## src/hdl/scsiSm_params.svh

```systemverilog
// SCSI sequencer parameters
// Register hold length and request register reset levels
`ifndef SCSI_SM_PARAMS_SVH
`define SCSI_SM_PARAMS_SVH

`define SCSI_REG_HOLD 2        // Cycles in REG_HOLD per register access

`define SCSI_DREQ_IDLE 1'b1    // Chip request is active low
`define SCSI_CPUREQ_IDLE 1'b0  // No CPU request after reset

`endif

```

## src/hdl/scsiFsm_pkg.sv

```systemverilog
// SCSI sequencer FSM types
// State encoding of the cycle sequencer and the DMA transfer direction
package scsiFsm_pkg;

    // Sequencer states, register path first, then the DMA byte path
    typedef enum logic [2:0] {
        IDLE       = 3'd0,  // Waiting for an opcode
        REG_ASSERT = 3'd1,  // Chip select with read or write, first cycle
        REG_HOLD   = 3'd2,  // Register access held on the chip
        REG_DONE   = 3'd3,  // Terminate the CPU cycle
        DMA_ACK    = 3'd4,  // Acknowledge one byte to the chip
        DMA_STEP   = 3'd5,  // Advance the FIFO pointers
        DMA_WAIT   = 3'd6   // Wait for the chip to drop its request
    } seqState_e;

    // Direction of a DMA transfer as seen from the SCSI chip
    typedef enum logic {
        DIR_TO_FIFO = 1'b0, // SCSI to FIFO, DMA in
        DIR_TO_SCSI = 1'b1  // FIFO to SCSI, DMA out
    } dmaDir_e;

endpackage

```

## src/hdl/scsiCycle_pkg.sv

```systemverilog
// SCSI cycle types
// Cycle opcode from decode and the strobe set from sequencer to result
package scsiCycle_pkg;

    typedef enum logic [1:0] {
        CYC_REG_RD  = 2'd0, // CPU reads a chip register
        CYC_REG_WR  = 2'd1, // CPU writes a chip register
        CYC_DMA_IN  = 2'd2, // One byte from chip into FIFO
        CYC_DMA_OUT = 2'd3  // One byte from FIFO to chip
    } cycleOp_e;

    // One bit per strobe, all active high
    typedef struct packed {
        logic scsiCs;    // Chip select
        logic re;        // Chip read enable
        logic we;        // Chip write enable
        logic dack;      // DMA acknowledge
        logic cpu2s;     // CPU to SCSI datapath
        logic s2cpu;     // SCSI to CPU datapath
        logic f2s;       // FIFO to SCSI datapath
        logic s2f;       // SCSI to FIFO datapath
        logic incBo;     // Step byte pointer
        logic incNi;     // Step next-in pointer
        logic incNo;     // Step next-out pointer
        logic rdFifoReq; // Ask FIFO side to fetch a longword
        logic riFifoReq; // Ask FIFO side to store a longword
        logic setTerm;   // Terminate the CPU cycle
    } strobeSet_t;

endpackage

```

## src/hdl/scsiCtrl_if.sv

```systemverilog
// Control bundle between decode, sequencer and result stage
// Carries the opcode handshake, the strobe set and the FIFO-side status
interface scsiCtrl_if;
    import scsiCycle_pkg::*;

    logic       opValid;     // Decode has an opcode
    logic       opReady;     // Sequencer takes it, only in IDLE
    cycleOp_e   op;          // Stable while valid and not ready
    logic       dreqSync;    // Registered chip request, active low
    strobeSet_t strobes;     // Combinational from sequencer state
    logic       longPending; // Longword request still held

    modport dec (
        output opValid, op, dreqSync,
        input  opReady
    );

    modport seq (
        input  opValid, op, dreqSync, longPending,
        output opReady, strobes
    );

    modport res (
        input  strobes,
        output longPending
    );

endinterface

```

## src/hdl/scsiReqDecode.sv

```systemverilog
// SCSI request decode
// Registers CPU and chip requests, picks one cycle opcode and holds it
`include "scsiSm_params.svh"

module scsiReqDecode (
    input  logic    CLK90,
    input  logic    AS_,
    input  logic    cpuReqValid_i,
    input  logic    cpuRw_i,        // 1 means read
    input  logic    dreqN_i,
    input  logic    dmaDir_i,
    input  logic    fifoEmpty_i,
    input  logic    fifoFull_i,
    scsiCtrl_if.dec ctrl
);
    import scsiFsm_pkg::*;
    import scsiCycle_pkg::*;

    logic     cpuValidQ;  // Registered CPU request
    logic     dreqNQ;     // Registered chip request, active low
    logic     regDone;    // Register opcode already raised for this request
    logic     dmaDone;    // DMA opcode already raised for this low period
    logic     pendQ;      // Opcode waiting for the sequencer
    cycleOp_e pendOp;
    logic     newReg;
    logic     newDma;
    logic     fifoOk;
    logic     issue;
    cycleOp_e newOp;
    dmaDir_e  dir;

    always_ff @(posedge CLK90 or posedge AS_) begin
        if (AS_) begin
            cpuValidQ <= `SCSI_CPUREQ_IDLE;
            dreqNQ    <= `SCSI_DREQ_IDLE;
        end else begin
            cpuValidQ <= cpuReqValid_i;
            dreqNQ    <= dreqN_i;
        end
    end

    assign dir    = dmaDir_e'(dmaDir_i);
    assign fifoOk = (dir == DIR_TO_FIFO) ? !fifoFull_i : !fifoEmpty_i; // Room or data needed
    assign newReg = cpuValidQ && !regDone;
    assign newDma = !dreqNQ && !dmaDone && fifoOk;
    assign issue  = !pendQ && (newReg || newDma);

    // Register access wins over DMA
    always_comb begin
        if (newReg) begin
            newOp = cpuRw_i ? CYC_REG_RD : CYC_REG_WR;
        end else if (dir == DIR_TO_SCSI) begin
            newOp = CYC_DMA_OUT;
        end else begin
            newOp = CYC_DMA_IN;
        end
    end

    assign ctrl.opValid  = pendQ || issue;
    assign ctrl.op       = pendQ ? pendOp : newOp;
    assign ctrl.dreqSync = dreqNQ;

    always_ff @(posedge CLK90 or posedge AS_) begin
        if (AS_) begin
            regDone <= 1'b0;
            dmaDone <= 1'b0;
            pendQ   <= 1'b0;
        end else begin
            if (!cpuValidQ) begin
                regDone <= 1'b0;             // Requester let go, rearm
            end else if (issue && newReg) begin
                regDone <= 1'b1;
            end
            if (dreqNQ) begin
                dmaDone <= 1'b0;             // Chip dropped its request
            end else if (issue && !newReg) begin
                dmaDone <= 1'b1;
            end
            if (pendQ) begin
                pendQ <= !ctrl.opReady;
            end else begin
                pendQ <= issue && !ctrl.opReady; // Sequencer busy, keep it
            end
        end
    end

    always_ff @(posedge CLK90) begin
        if (issue) begin
            pendOp <= newOp;
        end
    end

endmodule

```

## src/hdl/scsiSeqFsm.sv

```systemverilog
// SCSI cycle sequencer
// Walks register and DMA byte cycles and drives the strobe set from its state
`include "scsiSm_params.svh"

module scsiSeqFsm (
    input  logic    CLK90,
    input  logic    AS_,
    input  logic    boEq3_i,   // Last byte of a longword
    scsiCtrl_if.seq ctrl
);
    import scsiFsm_pkg::*;
    import scsiCycle_pkg::*;

    localparam int holdW = (`SCSI_REG_HOLD > 1) ? $clog2(`SCSI_REG_HOLD) : 1;
    localparam logic [holdW-1:0] holdLast = holdW'(`SCSI_REG_HOLD - 1);

    seqState_e        state;
    cycleOp_e         curOp;    // Opcode of the running cycle
    logic [holdW-1:0] holdCnt;
    logic             dmaOp;
    logic             take;

    assign dmaOp        = (ctrl.op == CYC_DMA_IN) || (ctrl.op == CYC_DMA_OUT);
    assign ctrl.opReady = (state == IDLE) && !(dmaOp && ctrl.longPending); // Longword first
    assign take         = ctrl.opValid && ctrl.opReady;

    always_ff @(posedge CLK90 or posedge AS_) begin
        if (AS_) begin
            state   <= IDLE;
            holdCnt <= '0;
        end else begin
            case (state)
                IDLE: begin
                    if (take) begin
                        state <= dmaOp ? DMA_ACK : REG_ASSERT;
                    end
                end
                REG_ASSERT: begin
                    state   <= REG_HOLD;
                    holdCnt <= '0;
                end
                REG_HOLD: begin
                    if (holdCnt == holdLast) begin
                        state <= REG_DONE;
                    end else begin
                        holdCnt <= holdCnt + 1'b1;
                    end
                end
                REG_DONE: state <= IDLE;
                DMA_ACK:  state <= DMA_STEP;
                DMA_STEP: state <= DMA_WAIT;
                DMA_WAIT: begin
                    if (ctrl.dreqSync) begin
                        state <= IDLE;       // Request released, next byte may come
                    end
                end
                default: state <= IDLE;
            endcase
        end
    end

    always_ff @(posedge CLK90) begin
        if (take) begin
            curOp <= ctrl.op;
        end
    end

    always_comb begin
        ctrl.strobes = '0;
        case (state)
            REG_ASSERT, REG_HOLD: begin
                ctrl.strobes.scsiCs = 1'b1;
                if (curOp == CYC_REG_RD) begin
                    ctrl.strobes.re    = 1'b1;
                    ctrl.strobes.s2cpu = 1'b1;
                end else begin
                    ctrl.strobes.we    = 1'b1;
                    ctrl.strobes.cpu2s = 1'b1;
                end
            end
            REG_DONE: begin
                ctrl.strobes.setTerm = 1'b1;
            end
            DMA_ACK: begin
                ctrl.strobes.dack = 1'b1;
                if (curOp == CYC_DMA_IN) begin
                    ctrl.strobes.re  = 1'b1;
                    ctrl.strobes.s2f = 1'b1;
                end else begin
                    ctrl.strobes.we  = 1'b1;
                    ctrl.strobes.f2s = 1'b1;
                end
            end
            DMA_STEP: begin
                ctrl.strobes.incBo = 1'b1;
                if (boEq3_i) begin
                    // Longword complete, move it across
                    if (curOp == CYC_DMA_IN) begin
                        ctrl.strobes.incNi     = 1'b1;
                        ctrl.strobes.riFifoReq = 1'b1;
                    end else begin
                        ctrl.strobes.incNo     = 1'b1;
                        ctrl.strobes.rdFifoReq = 1'b1;
                    end
                end
            end
            default: ;
        endcase
    end

endmodule

```

## src/hdl/scsiStrobeReg.sv

```systemverilog
// SCSI strobe result stage
// Registers the strobes, holds longword requests, terminates CPU cycles
module scsiStrobeReg (
    input  logic    CLK90,
    input  logic    AS_,
    input  logic    cpuReqValid_i,
    input  logic    incFifo_i,      // FIFO stored the longword
    input  logic    decFifo_i,      // FIFO fetched the longword
    scsiCtrl_if.res ctrl,
    output logic    cpuReqReady_o,
    output logic    scsiCs_o,
    output logic    re_o,
    output logic    we_o,
    output logic    dack_o,
    output logic    cpu2s_o,
    output logic    s2cpu_o,
    output logic    f2s_o,
    output logic    s2f_o,
    output logic    incBo_o,
    output logic    incNi_o,
    output logic    incNo_o,
    output logic    rdFifo_o,
    output logic    riFifo_o,
    output logic    lByteN_o
);

    always_ff @(posedge CLK90 or posedge AS_) begin
        if (AS_) begin
            scsiCs_o <= 1'b0;
            re_o     <= 1'b0;
            we_o     <= 1'b0;
            dack_o   <= 1'b0;
            cpu2s_o  <= 1'b0;
            s2cpu_o  <= 1'b0;
            f2s_o    <= 1'b0;
            s2f_o    <= 1'b0;
            incBo_o  <= 1'b0;
            incNi_o  <= 1'b0;
            incNo_o  <= 1'b0;
        end else begin
            scsiCs_o <= ctrl.strobes.scsiCs;
            re_o     <= ctrl.strobes.re;
            we_o     <= ctrl.strobes.we;
            dack_o   <= ctrl.strobes.dack;
            cpu2s_o  <= ctrl.strobes.cpu2s;
            s2cpu_o  <= ctrl.strobes.s2cpu;
            f2s_o    <= ctrl.strobes.f2s;
            s2f_o    <= ctrl.strobes.s2f;
            incBo_o  <= ctrl.strobes.incBo;
            incNi_o  <= ctrl.strobes.incNi;
            incNo_o  <= ctrl.strobes.incNo;
        end
    end

    // Longword requests, clears first and decrement before increment
    always_ff @(posedge CLK90 or posedge AS_) begin
        if (AS_) begin
            rdFifo_o <= 1'b0;
            riFifo_o <= 1'b0;
        end else if (decFifo_i) begin
            rdFifo_o <= 1'b0;
        end else if (incFifo_i) begin
            riFifo_o <= 1'b0;
        end else if (ctrl.strobes.rdFifoReq) begin
            rdFifo_o <= 1'b1;
        end else if (ctrl.strobes.riFifoReq) begin
            riFifo_o <= 1'b1;
        end
    end

    // Termination holds until the requester drops valid
    always_ff @(posedge CLK90 or posedge AS_) begin
        if (AS_) begin
            cpuReqReady_o <= 1'b0;
        end else begin
            cpuReqReady_o <= cpuReqValid_i && (cpuReqReady_o || ctrl.strobes.setTerm);
        end
    end

    assign lByteN_o         = !(dack_o && re_o);      // Load byte on a DMA-in acknowledge
    assign ctrl.longPending = rdFifo_o || riFifo_o;

endmodule

```

## src/hdl/scsiSm.sv

```systemverilog
// SCSI-side sequencer of the DMA controller
// Decode, cycle sequencer and strobe registers joined by one control bundle
module scsiSm (
    input  logic CLK90,
    input  logic AS_,
    input  logic cpuReqValid_i,
    input  logic cpuRw_i,
    input  logic dreqN_i,
    input  logic dmaDir_i,
    input  logic boEq3_i,
    input  logic fifoEmpty_i,
    input  logic fifoFull_i,
    input  logic incFifo_i,
    input  logic decFifo_i,
    output logic cpuReqReady_o,
    output logic scsiCs_o,
    output logic re_o,
    output logic we_o,
    output logic dack_o,
    output logic cpu2s_o,
    output logic s2cpu_o,
    output logic f2s_o,
    output logic s2f_o,
    output logic incBo_o,
    output logic incNi_o,
    output logic incNo_o,
    output logic rdFifo_o,
    output logic riFifo_o,
    output logic lByteN_o
);

    scsiCtrl_if ctrl ();

    scsiReqDecode decode0 (
        .CLK90         (CLK90),
        .AS_           (AS_),
        .cpuReqValid_i (cpuReqValid_i),
        .cpuRw_i       (cpuRw_i),
        .dreqN_i       (dreqN_i),
        .dmaDir_i      (dmaDir_i),
        .fifoEmpty_i   (fifoEmpty_i),
        .fifoFull_i    (fifoFull_i),
        .ctrl          (ctrl.dec)
    );

    scsiSeqFsm seq0 (
        .CLK90   (CLK90),
        .AS_     (AS_),
        .boEq3_i (boEq3_i),
        .ctrl    (ctrl.seq)
    );

    scsiStrobeReg res0 (
        .CLK90         (CLK90),
        .AS_           (AS_),
        .cpuReqValid_i (cpuReqValid_i),
        .incFifo_i     (incFifo_i),
        .decFifo_i     (decFifo_i),
        .ctrl          (ctrl.res),
        .cpuReqReady_o (cpuReqReady_o),
        .scsiCs_o      (scsiCs_o),
        .re_o          (re_o),
        .we_o          (we_o),
        .dack_o        (dack_o),
        .cpu2s_o       (cpu2s_o),
        .s2cpu_o       (s2cpu_o),
        .f2s_o         (f2s_o),
        .s2f_o         (s2f_o),
        .incBo_o       (incBo_o),
        .incNi_o       (incNi_o),
        .incNo_o       (incNo_o),
        .rdFifo_o      (rdFifo_o),
        .riFifo_o      (riFifo_o),
        .lByteN_o      (lByteN_o)
    );

endmodule

```

## config.mk

```make
export PLATFORM = sky130hd
export DESIGN_NAME = scsiSm
export DESIGN_NICKNAME = d
export VERILOG_FILES = /design/src/hdl/scsiFsm_pkg.sv /design/src/hdl/scsiCycle_pkg.sv /design/src/hdl/scsiCtrl_if.sv /design/src/hdl/scsiReqDecode.sv /design/src/hdl/scsiSeqFsm.sv /design/src/hdl/scsiStrobeReg.sv /design/src/hdl/scsiSm.sv
export VERILOG_INCLUDE_DIRS = /design/src /design/src/hdl
export SDC_FILE = /design/constraint.sdc
export NUM_CORES = 1
export LEC_CHECK = 0
export BUFFER_PORTS_ARGS = -buffer_cell sky130_fd_sc_hd__buf_2
export CAP_MARGIN = 20
export CORE_MARGIN = 2
export CORE_UTILIZATION = 40
export CTS_CLUSTER_DIAMETER = 100
export DETAILED_ROUTE_END_ITERATION = 10
export GPL_TIMING_DRIVEN = 0
export PLACE_DENSITY = 0.72
export SETUP_SLACK_MARGIN = 0.05
export SYNTH_ARGS = -nofsm -noshare
export SYNTH_HDL_FRONTEND = slang
export SYNTH_SLANG_ARGS = --single-unit
```

## constraint.sdc

```tcl
create_clock -name CLK90 -period 3.7 [get_ports CLK90]
set_input_delay 0.185 -clock CLK90 [delete_from_list [all_inputs] [get_ports CLK90]]
set_output_delay 0.185 -clock CLK90 [all_outputs]
set_load 0.01 [all_outputs]
```

==> results of run 1 <==
-- placed cells by master, fill, tap and decap left out, types with 3 or more instances in the layout --
cell      synthesis  layout
inv_1             9       9
o21ai_0           5       5
buf_2             1      26
nor2b_1           3       3
edfxtp_1          4       4
nand2_1           5       5
nor2_1           11      11
nand2b_1          3       3
dfrtp_1          22      22
clkbuf_4          0       3
a31oi_1           3       3
-- per-layer routing --
metal	global-route usage (%)	vias up	share of wire [%]
met3	3.40	2	6.0
met2	23.5	26	49
met1	19.4	390	45
met4	4.98	0	0.48
li1	-	409	-
met5	0	-	0
-- power breakdown --
group,switching [mW],internal [mW]
registers,0.0546,0.396
logic,0.208,0.171
clock network,0.0836,0.0422
total,0.346,0.609
-- critical path, cell delays in order, from the launching register on --
cell     delay (ps)
dfrtp_1         430
buf_6           150
or3_1           360
a31oi_1         200
nor2b_1         230
-- layout make-up --
| cell class | instances | share of cell area, % |
|---|---|---|
| flip-flops and latches | 27 | 51.3 |
| multi-input cells | 62 | 28.9 |
| repair buffers | 27 | 10.7 |
| well taps | 31 | 2.86 |
| inverters | 9 | 2.49 |
| clock buffers | 4 | 1.94 |
| plain buffers | 3 | 1.75 |
-- metrics by stage --
step | instances | hold WS [ps]
finish | 163 | -5.48
global route | 163 | 6.75
CTS | 163 | 19.0
detailed placement | 157 | 292
global placement | 157 | 290
floorplan | 101 | 186
-- kinds of logic (layout without fill, tap and decap cells) --
family / count (synthesis) / in the layout / share of synthesized area (%)
flops: 27 / 27 / 60.7
compound gates: 20 / 20 / 12.4
simple gates: 39 / 39 / 19.1
mux: 3 / 3 / 2.73
buf+inv: 12 / 43 / 5.02
-- path summary, 6_finish.rpt --
check | endpoint | cells past startpoint
hold / removal | res0.riFifo_o$_DFFE_PP0P_ | 2
setup / recovery | seq0.curOp[1]$_DFFE_PP_ | 4
hold reg to reg | decode0.dmaDone$_DFFE_PP0P_ | 1
setup reg to reg | seq0.curOp[1]$_DFFE_PP_ | 4
max in group asynchronous | res0.s2cpu_o$_DFF_PP0_ | 2
min in group CLK90 | res0.riFifo_o$_DFFE_PP0P_ | 2
==> run metrics, run 1 <==
kind of critical path=flip-flop to flip-flop; Hold Slack=-5.48 ps; Filler cells=272; r2r setup slk=2060 ps; CP required=3750 ps; vias in the first global route=836; max FFs per register=3; clock sink count=27; final hold vios=5; syn nets=112; total track usage=14.6%; Syn. warnings=0; Final Cell Area=0.00136 mm2; Post-DP Area=0.00131 mm2; Resize count post-CTS=0; #FFs+latches synth=27; Rel. slew slack=44.4%; Finish-stage setup viols=0; status=finished, violations left; TritonCTS Buffers=3; Setup Skew=14.2 ps; Worst setup SP type=flip-flop; CP Launch Point=seq0.state[1]$_DFFE_PP0P_; drt pass-1 iters=4; postcts setup bufs=0; crit end category=flip-flop; crit path DAT=1690 ps; top cells by area, synth=dfrtp_1 48%, edfxtp_1 10%, nor2_1 3.6%; io pins=26; Inserted Diodes=0; Place WS=2050 ps; clk slew on worst S/H paths=150 ps; failing checks=negative hold slack; Std-Cell Rows=19; Leak Pwr=0.675 nW; largest register by flop count=seq0.state; Nets=144; largest area contributor in the netlist=dfrtp_1; Total Wirelength=2.08 mm; CTS tree=yes; top post-synthesis cells by count=22 x dfrtp_1, 11 x nor2_1, 9 x inv_1; starting density of the core=42.0%; Max Cap Viol=0; Max Clk Rate=608 MHz; die width=57.6 um; final worst slack=2060 ps; via count=827; synthesized cell area=0.00115 mm2; number of buffers inserted by port buffering=25; worst reg2reg startpoint=seq0.state[1]$_DFFE_PP0P_; library cells used by synthesis=39; Die H=57.6 um; DR WL/cell=12.7 um; Final HPWL DP=1.53 mm; Post-CTS Hold Fix Bufs=2; most common cell in the synthesized netlist=dfrtp_1; setup TNS=0 ps; routability cong.=0.798; RSZ-0062 raised after global routing=false; core area=0.00273 mm2; Tcrit/Tclk final=44.4%; multi-input logic area=393 um2; sequential-to-total area share from yosys stat=60.7%; Largest regs=seq0.state x3, decode0.pendOp x2, seq0.curOp x2; largest net degree at the start of global routing=24; crit-path max FO=10; initial antenna violation count=0; power per cell area=704 mW/mm2; die area=0.00331 mm2; asr flop ratio synth=85.2%; clock buffer depth=2; H-Tree Depth=1; main flop type after synthesis=dfrtp_1; FF/Latch Area=697 um2; CTS root buf=clkbuf_4; Min Clock Period, post-route=1640 ps; first-pass GRT wire length=3.75 mm; DRT antenna net count=0; Syn-to-layout area delta=18.3%; drt via density=5.07; max-slew violations=0; Initial DRC Count=11; DR DRC count=0; HP Class=input pin to asynchronous set/reset pin; Worst VDD drop=0.381 mV; GR Overflow Total=0; Post-synth EDFFs=4; clk_lat worst skew=320 ps; Mean Syn Cell Area=11.4 um2; share of cells above drive strength 1=29.5%; Core Util, Final=49.7%; Syn Inst Count=101; Design Power=0.955 mW; post-synth top area share=48.0%; Slew @ Worst Pin=833 ps
Power figures use the tool's default switching activity.
==> inputs of run 2 (changes only) <==
--- a/config.mk
+++ b/config.mk
@@ -13,7 +13,7 @@
 export CTS_CLUSTER_DIAMETER = 100
 export DETAILED_ROUTE_END_ITERATION = 10
 export GPL_TIMING_DRIVEN = 0
-export PLACE_DENSITY = 0.72
+export PLACE_DENSITY = 0.74
 export SETUP_SLACK_MARGIN = 0.05
 export SYNTH_ARGS = -nofsm -noshare
 export SYNTH_HDL_FRONTEND = slang
==> constraint.sdc (replaced) <==
create_clock -name CLK90 -period 1.4 [get_ports CLK90]
set_input_delay 0.07 -clock CLK90 [delete_from_list [all_inputs] [get_ports CLK90]]
set_output_delay 0.07 -clock CLK90 [all_outputs]
set_load 0.01 [all_outputs]
==> run metrics, run 2 (synthesized netlist as in run 1, its figures left out) <==
kind of critical path=flip-flop to flip-flop; crit end category=flip-flop; clk slew on worst S/H paths=150 ps (about the same); TritonCTS Buffers=3 (unchanged); largest register by flop count=seq0.state; initial antenna violation count=0 (unchanged); DR DRC count=0 (unchanged); DR WL/cell=13.4 um (+5.5%); CP required=1450 ps (-2300 ps); Nets=161 (+12%); via count=913 (+10%); starting density of the core=42.0% (unchanged); HP Class=input pin to flip-flop; status=finished, violations left; Largest regs=seq0.state x3, decode0.pendOp x2, seq0.curOp x2; most common cell after layout, fill and taps aside=buf_2; Worst setup SP type=flip-flop; Die H=57.6 um (unchanged); Max Cap Viol=0 (unchanged); max FFs per register=3 (unchanged); io pins=26 (unchanged); final worst slack=-135 ps (-2190 ps); CTS tree=yes; clk_lat worst skew=320 ps (about the same); max-slew violations=0 (unchanged); routability cong.=0.830 (+4.0%); Syn-to-layout area delta=38.0%; total track usage=15.5% (+0.86 points); die area=0.00331 mm2 (unchanged); most frequent cells in the layout=26 x buf_2, 21 x dfrtp_1, 13 x buf_4, 11 x nor2_1, 9 x inv_1; Slew @ Worst Pin=864 ps (+30.4 ps); GR Overflow Total=0 (unchanged); DRT antenna net count=0 (unchanged); RSZ-0062 raised after global routing=true; Rel. slew slack=42.4% (-2.0 points); Post-DP Area=0.00132 mm2 (+0.48%); clock sink count=27 (unchanged); Min Clock Period, post-route=1540 ps (-109 ps); Tcrit/Tclk final=110% (+65 points); first-pass GRT wire length=3.94 mm (+5.2%); crit path DAT=1590 ps (-100 ps); Leak Pwr=0.778 nW (+15%); Total Wirelength=2.42 mm (+17%); Setup Skew=7.70 ps (-6.46 ps); switching power=1.06 mW (+210%); Design Power=2.94 mW (+210%); power per cell area=1860 mW/mm2 (+160%); crit-path max FO=2 (-8); vias in the first global route=912 (+9.1%); drt via density=5.07 (about the same); clock buffer depth=2 (unchanged); clock network fraction of design power=11.4% (-1.8 points); Initial DRC Count=6 (-5); H-Tree Depth=1 (unchanged); final hold vios=0 (-5); CTS root buf=clkbuf_4; failing checks=negative setup slack; CP Launch Point=seq0.state[0]$_DFFE_PP0P_; Final Cell Area=0.00158 mm2 (+17%); Sw Ratio=36.0% (-0.25 points); largest net degree at the start of global routing=24 (unchanged); Max Clk Rate=651 MHz (+7.1%); worst reg2reg startpoint=seq0.state[0]$_DFFE_PP0P_; Final HPWL DP=1.58 mm (+3.5%); die width=57.6 um (unchanged); Inserted Diodes=0 (unchanged); core area=0.00273 mm2 (unchanged); Std-Cell Rows=19 (unchanged); hold_sp=cpuRw_i; share of cells above drive strength 1=43.6% (+14 points); Seq pwr share=40.6% (-6.6 points); Place WS=-196 ps (-2240 ps); drt pass-1 iters=4 (unchanged); Comb pwr share=48.0% (+8.3 points); Finish-stage setup viols=3 (+3); number of buffers inserted by port buffering=25 (unchanged); Int Pwr=1.88 mW (+210%); Worst VDD drop=1.13 mV (+200%)
[run 2: per-stage QoR]
step                      utilization (%)  TNS [ps]  hold slack (ps)  instances
after floorplan                         -      -156             71.2        101
after global placement               48.2      -291              175        157
after detailed placement             48.2      -448              181        157
after CTS                            53.6      -235             41.2        172
after global routing                 57.9      -429             35.2        180
final                                57.9      -291             58.4        180
[run 2: critical path, cell delays in order, from the launching register on]
cell and delay [ps]:
dfrtp_1 430, buf_6 120, or3_4 370, a31oi_4 160
nor2b_4 180
[run 2: path summary, 6_finish.rpt]
kind | depth (start not counted) | to | slack, ps
worst max register to register | 4 | seq0.curOp[1]$_DFFE_PP_ | -140
worst min-delay path | 2 | decode0.pendOp[0]$_DFFE_PP_ | 60
max in group asynchronous | 3 | decode0.pendQ$_DFF_PP0_ | 370
worst min register to register | 2 | res0.cpuReqReady_o$_DFF_PP0_ | 540
worst max-delay path | 4 | seq0.curOp[1]$_DFFE_PP_ | -140
min in group asynchronous | 3 | res0.s2cpu_o$_DFF_PP0_ | 440
[run 2: repair_timing]
| action | 4_1_cts | 5_1_grt |
|---|---|---|
| pin swaps | 1 | 5 |
| hold buffers | 5 | 0 |
| setup endpoints to repair | 4 | 11 |
| endpoints found under the hold margin | 27 | 0 |
| gates resized for setup | 5 | 11 |
| setup buffers | 6 | 9 |
[run 2: area by class of cell]
cell class,instances,area (um2)
well taps,31,38.8
clock buffers,3,22.5
repair buffers,44,284
clock inverters,1,5.00
fillers,231,1150
multi-input cells,62,473
plain buffers,3,27.5
inverters,9,33.8
flip-flops and latches,27,698
[run 2: layer usage]
metal	vias up	track usage [%]	part of all wire (%)
li1	439	-	-
met1	441	20.3	44
met2	31	25.5	51
met3	2	2.27	5.2
met4	0	6.64	0.41
met5	-	0	0
[run 2: power by group through the flow]
stage / clock [mW] / combinational (mW) / sequential (mW)
3_5_place_dp: 0 / 1.02 / 1.22
3_3_place_gp: 0 / 0.988 / 1.20
5_1_grt: 0.385 / 1.56 / 1.22
2_1_floorplan: 0 / 0.691 / 1.24
4_1_cts: 0.352 / 1.21 / 1.19
6_report: 0.334 / 1.41 / 1.19
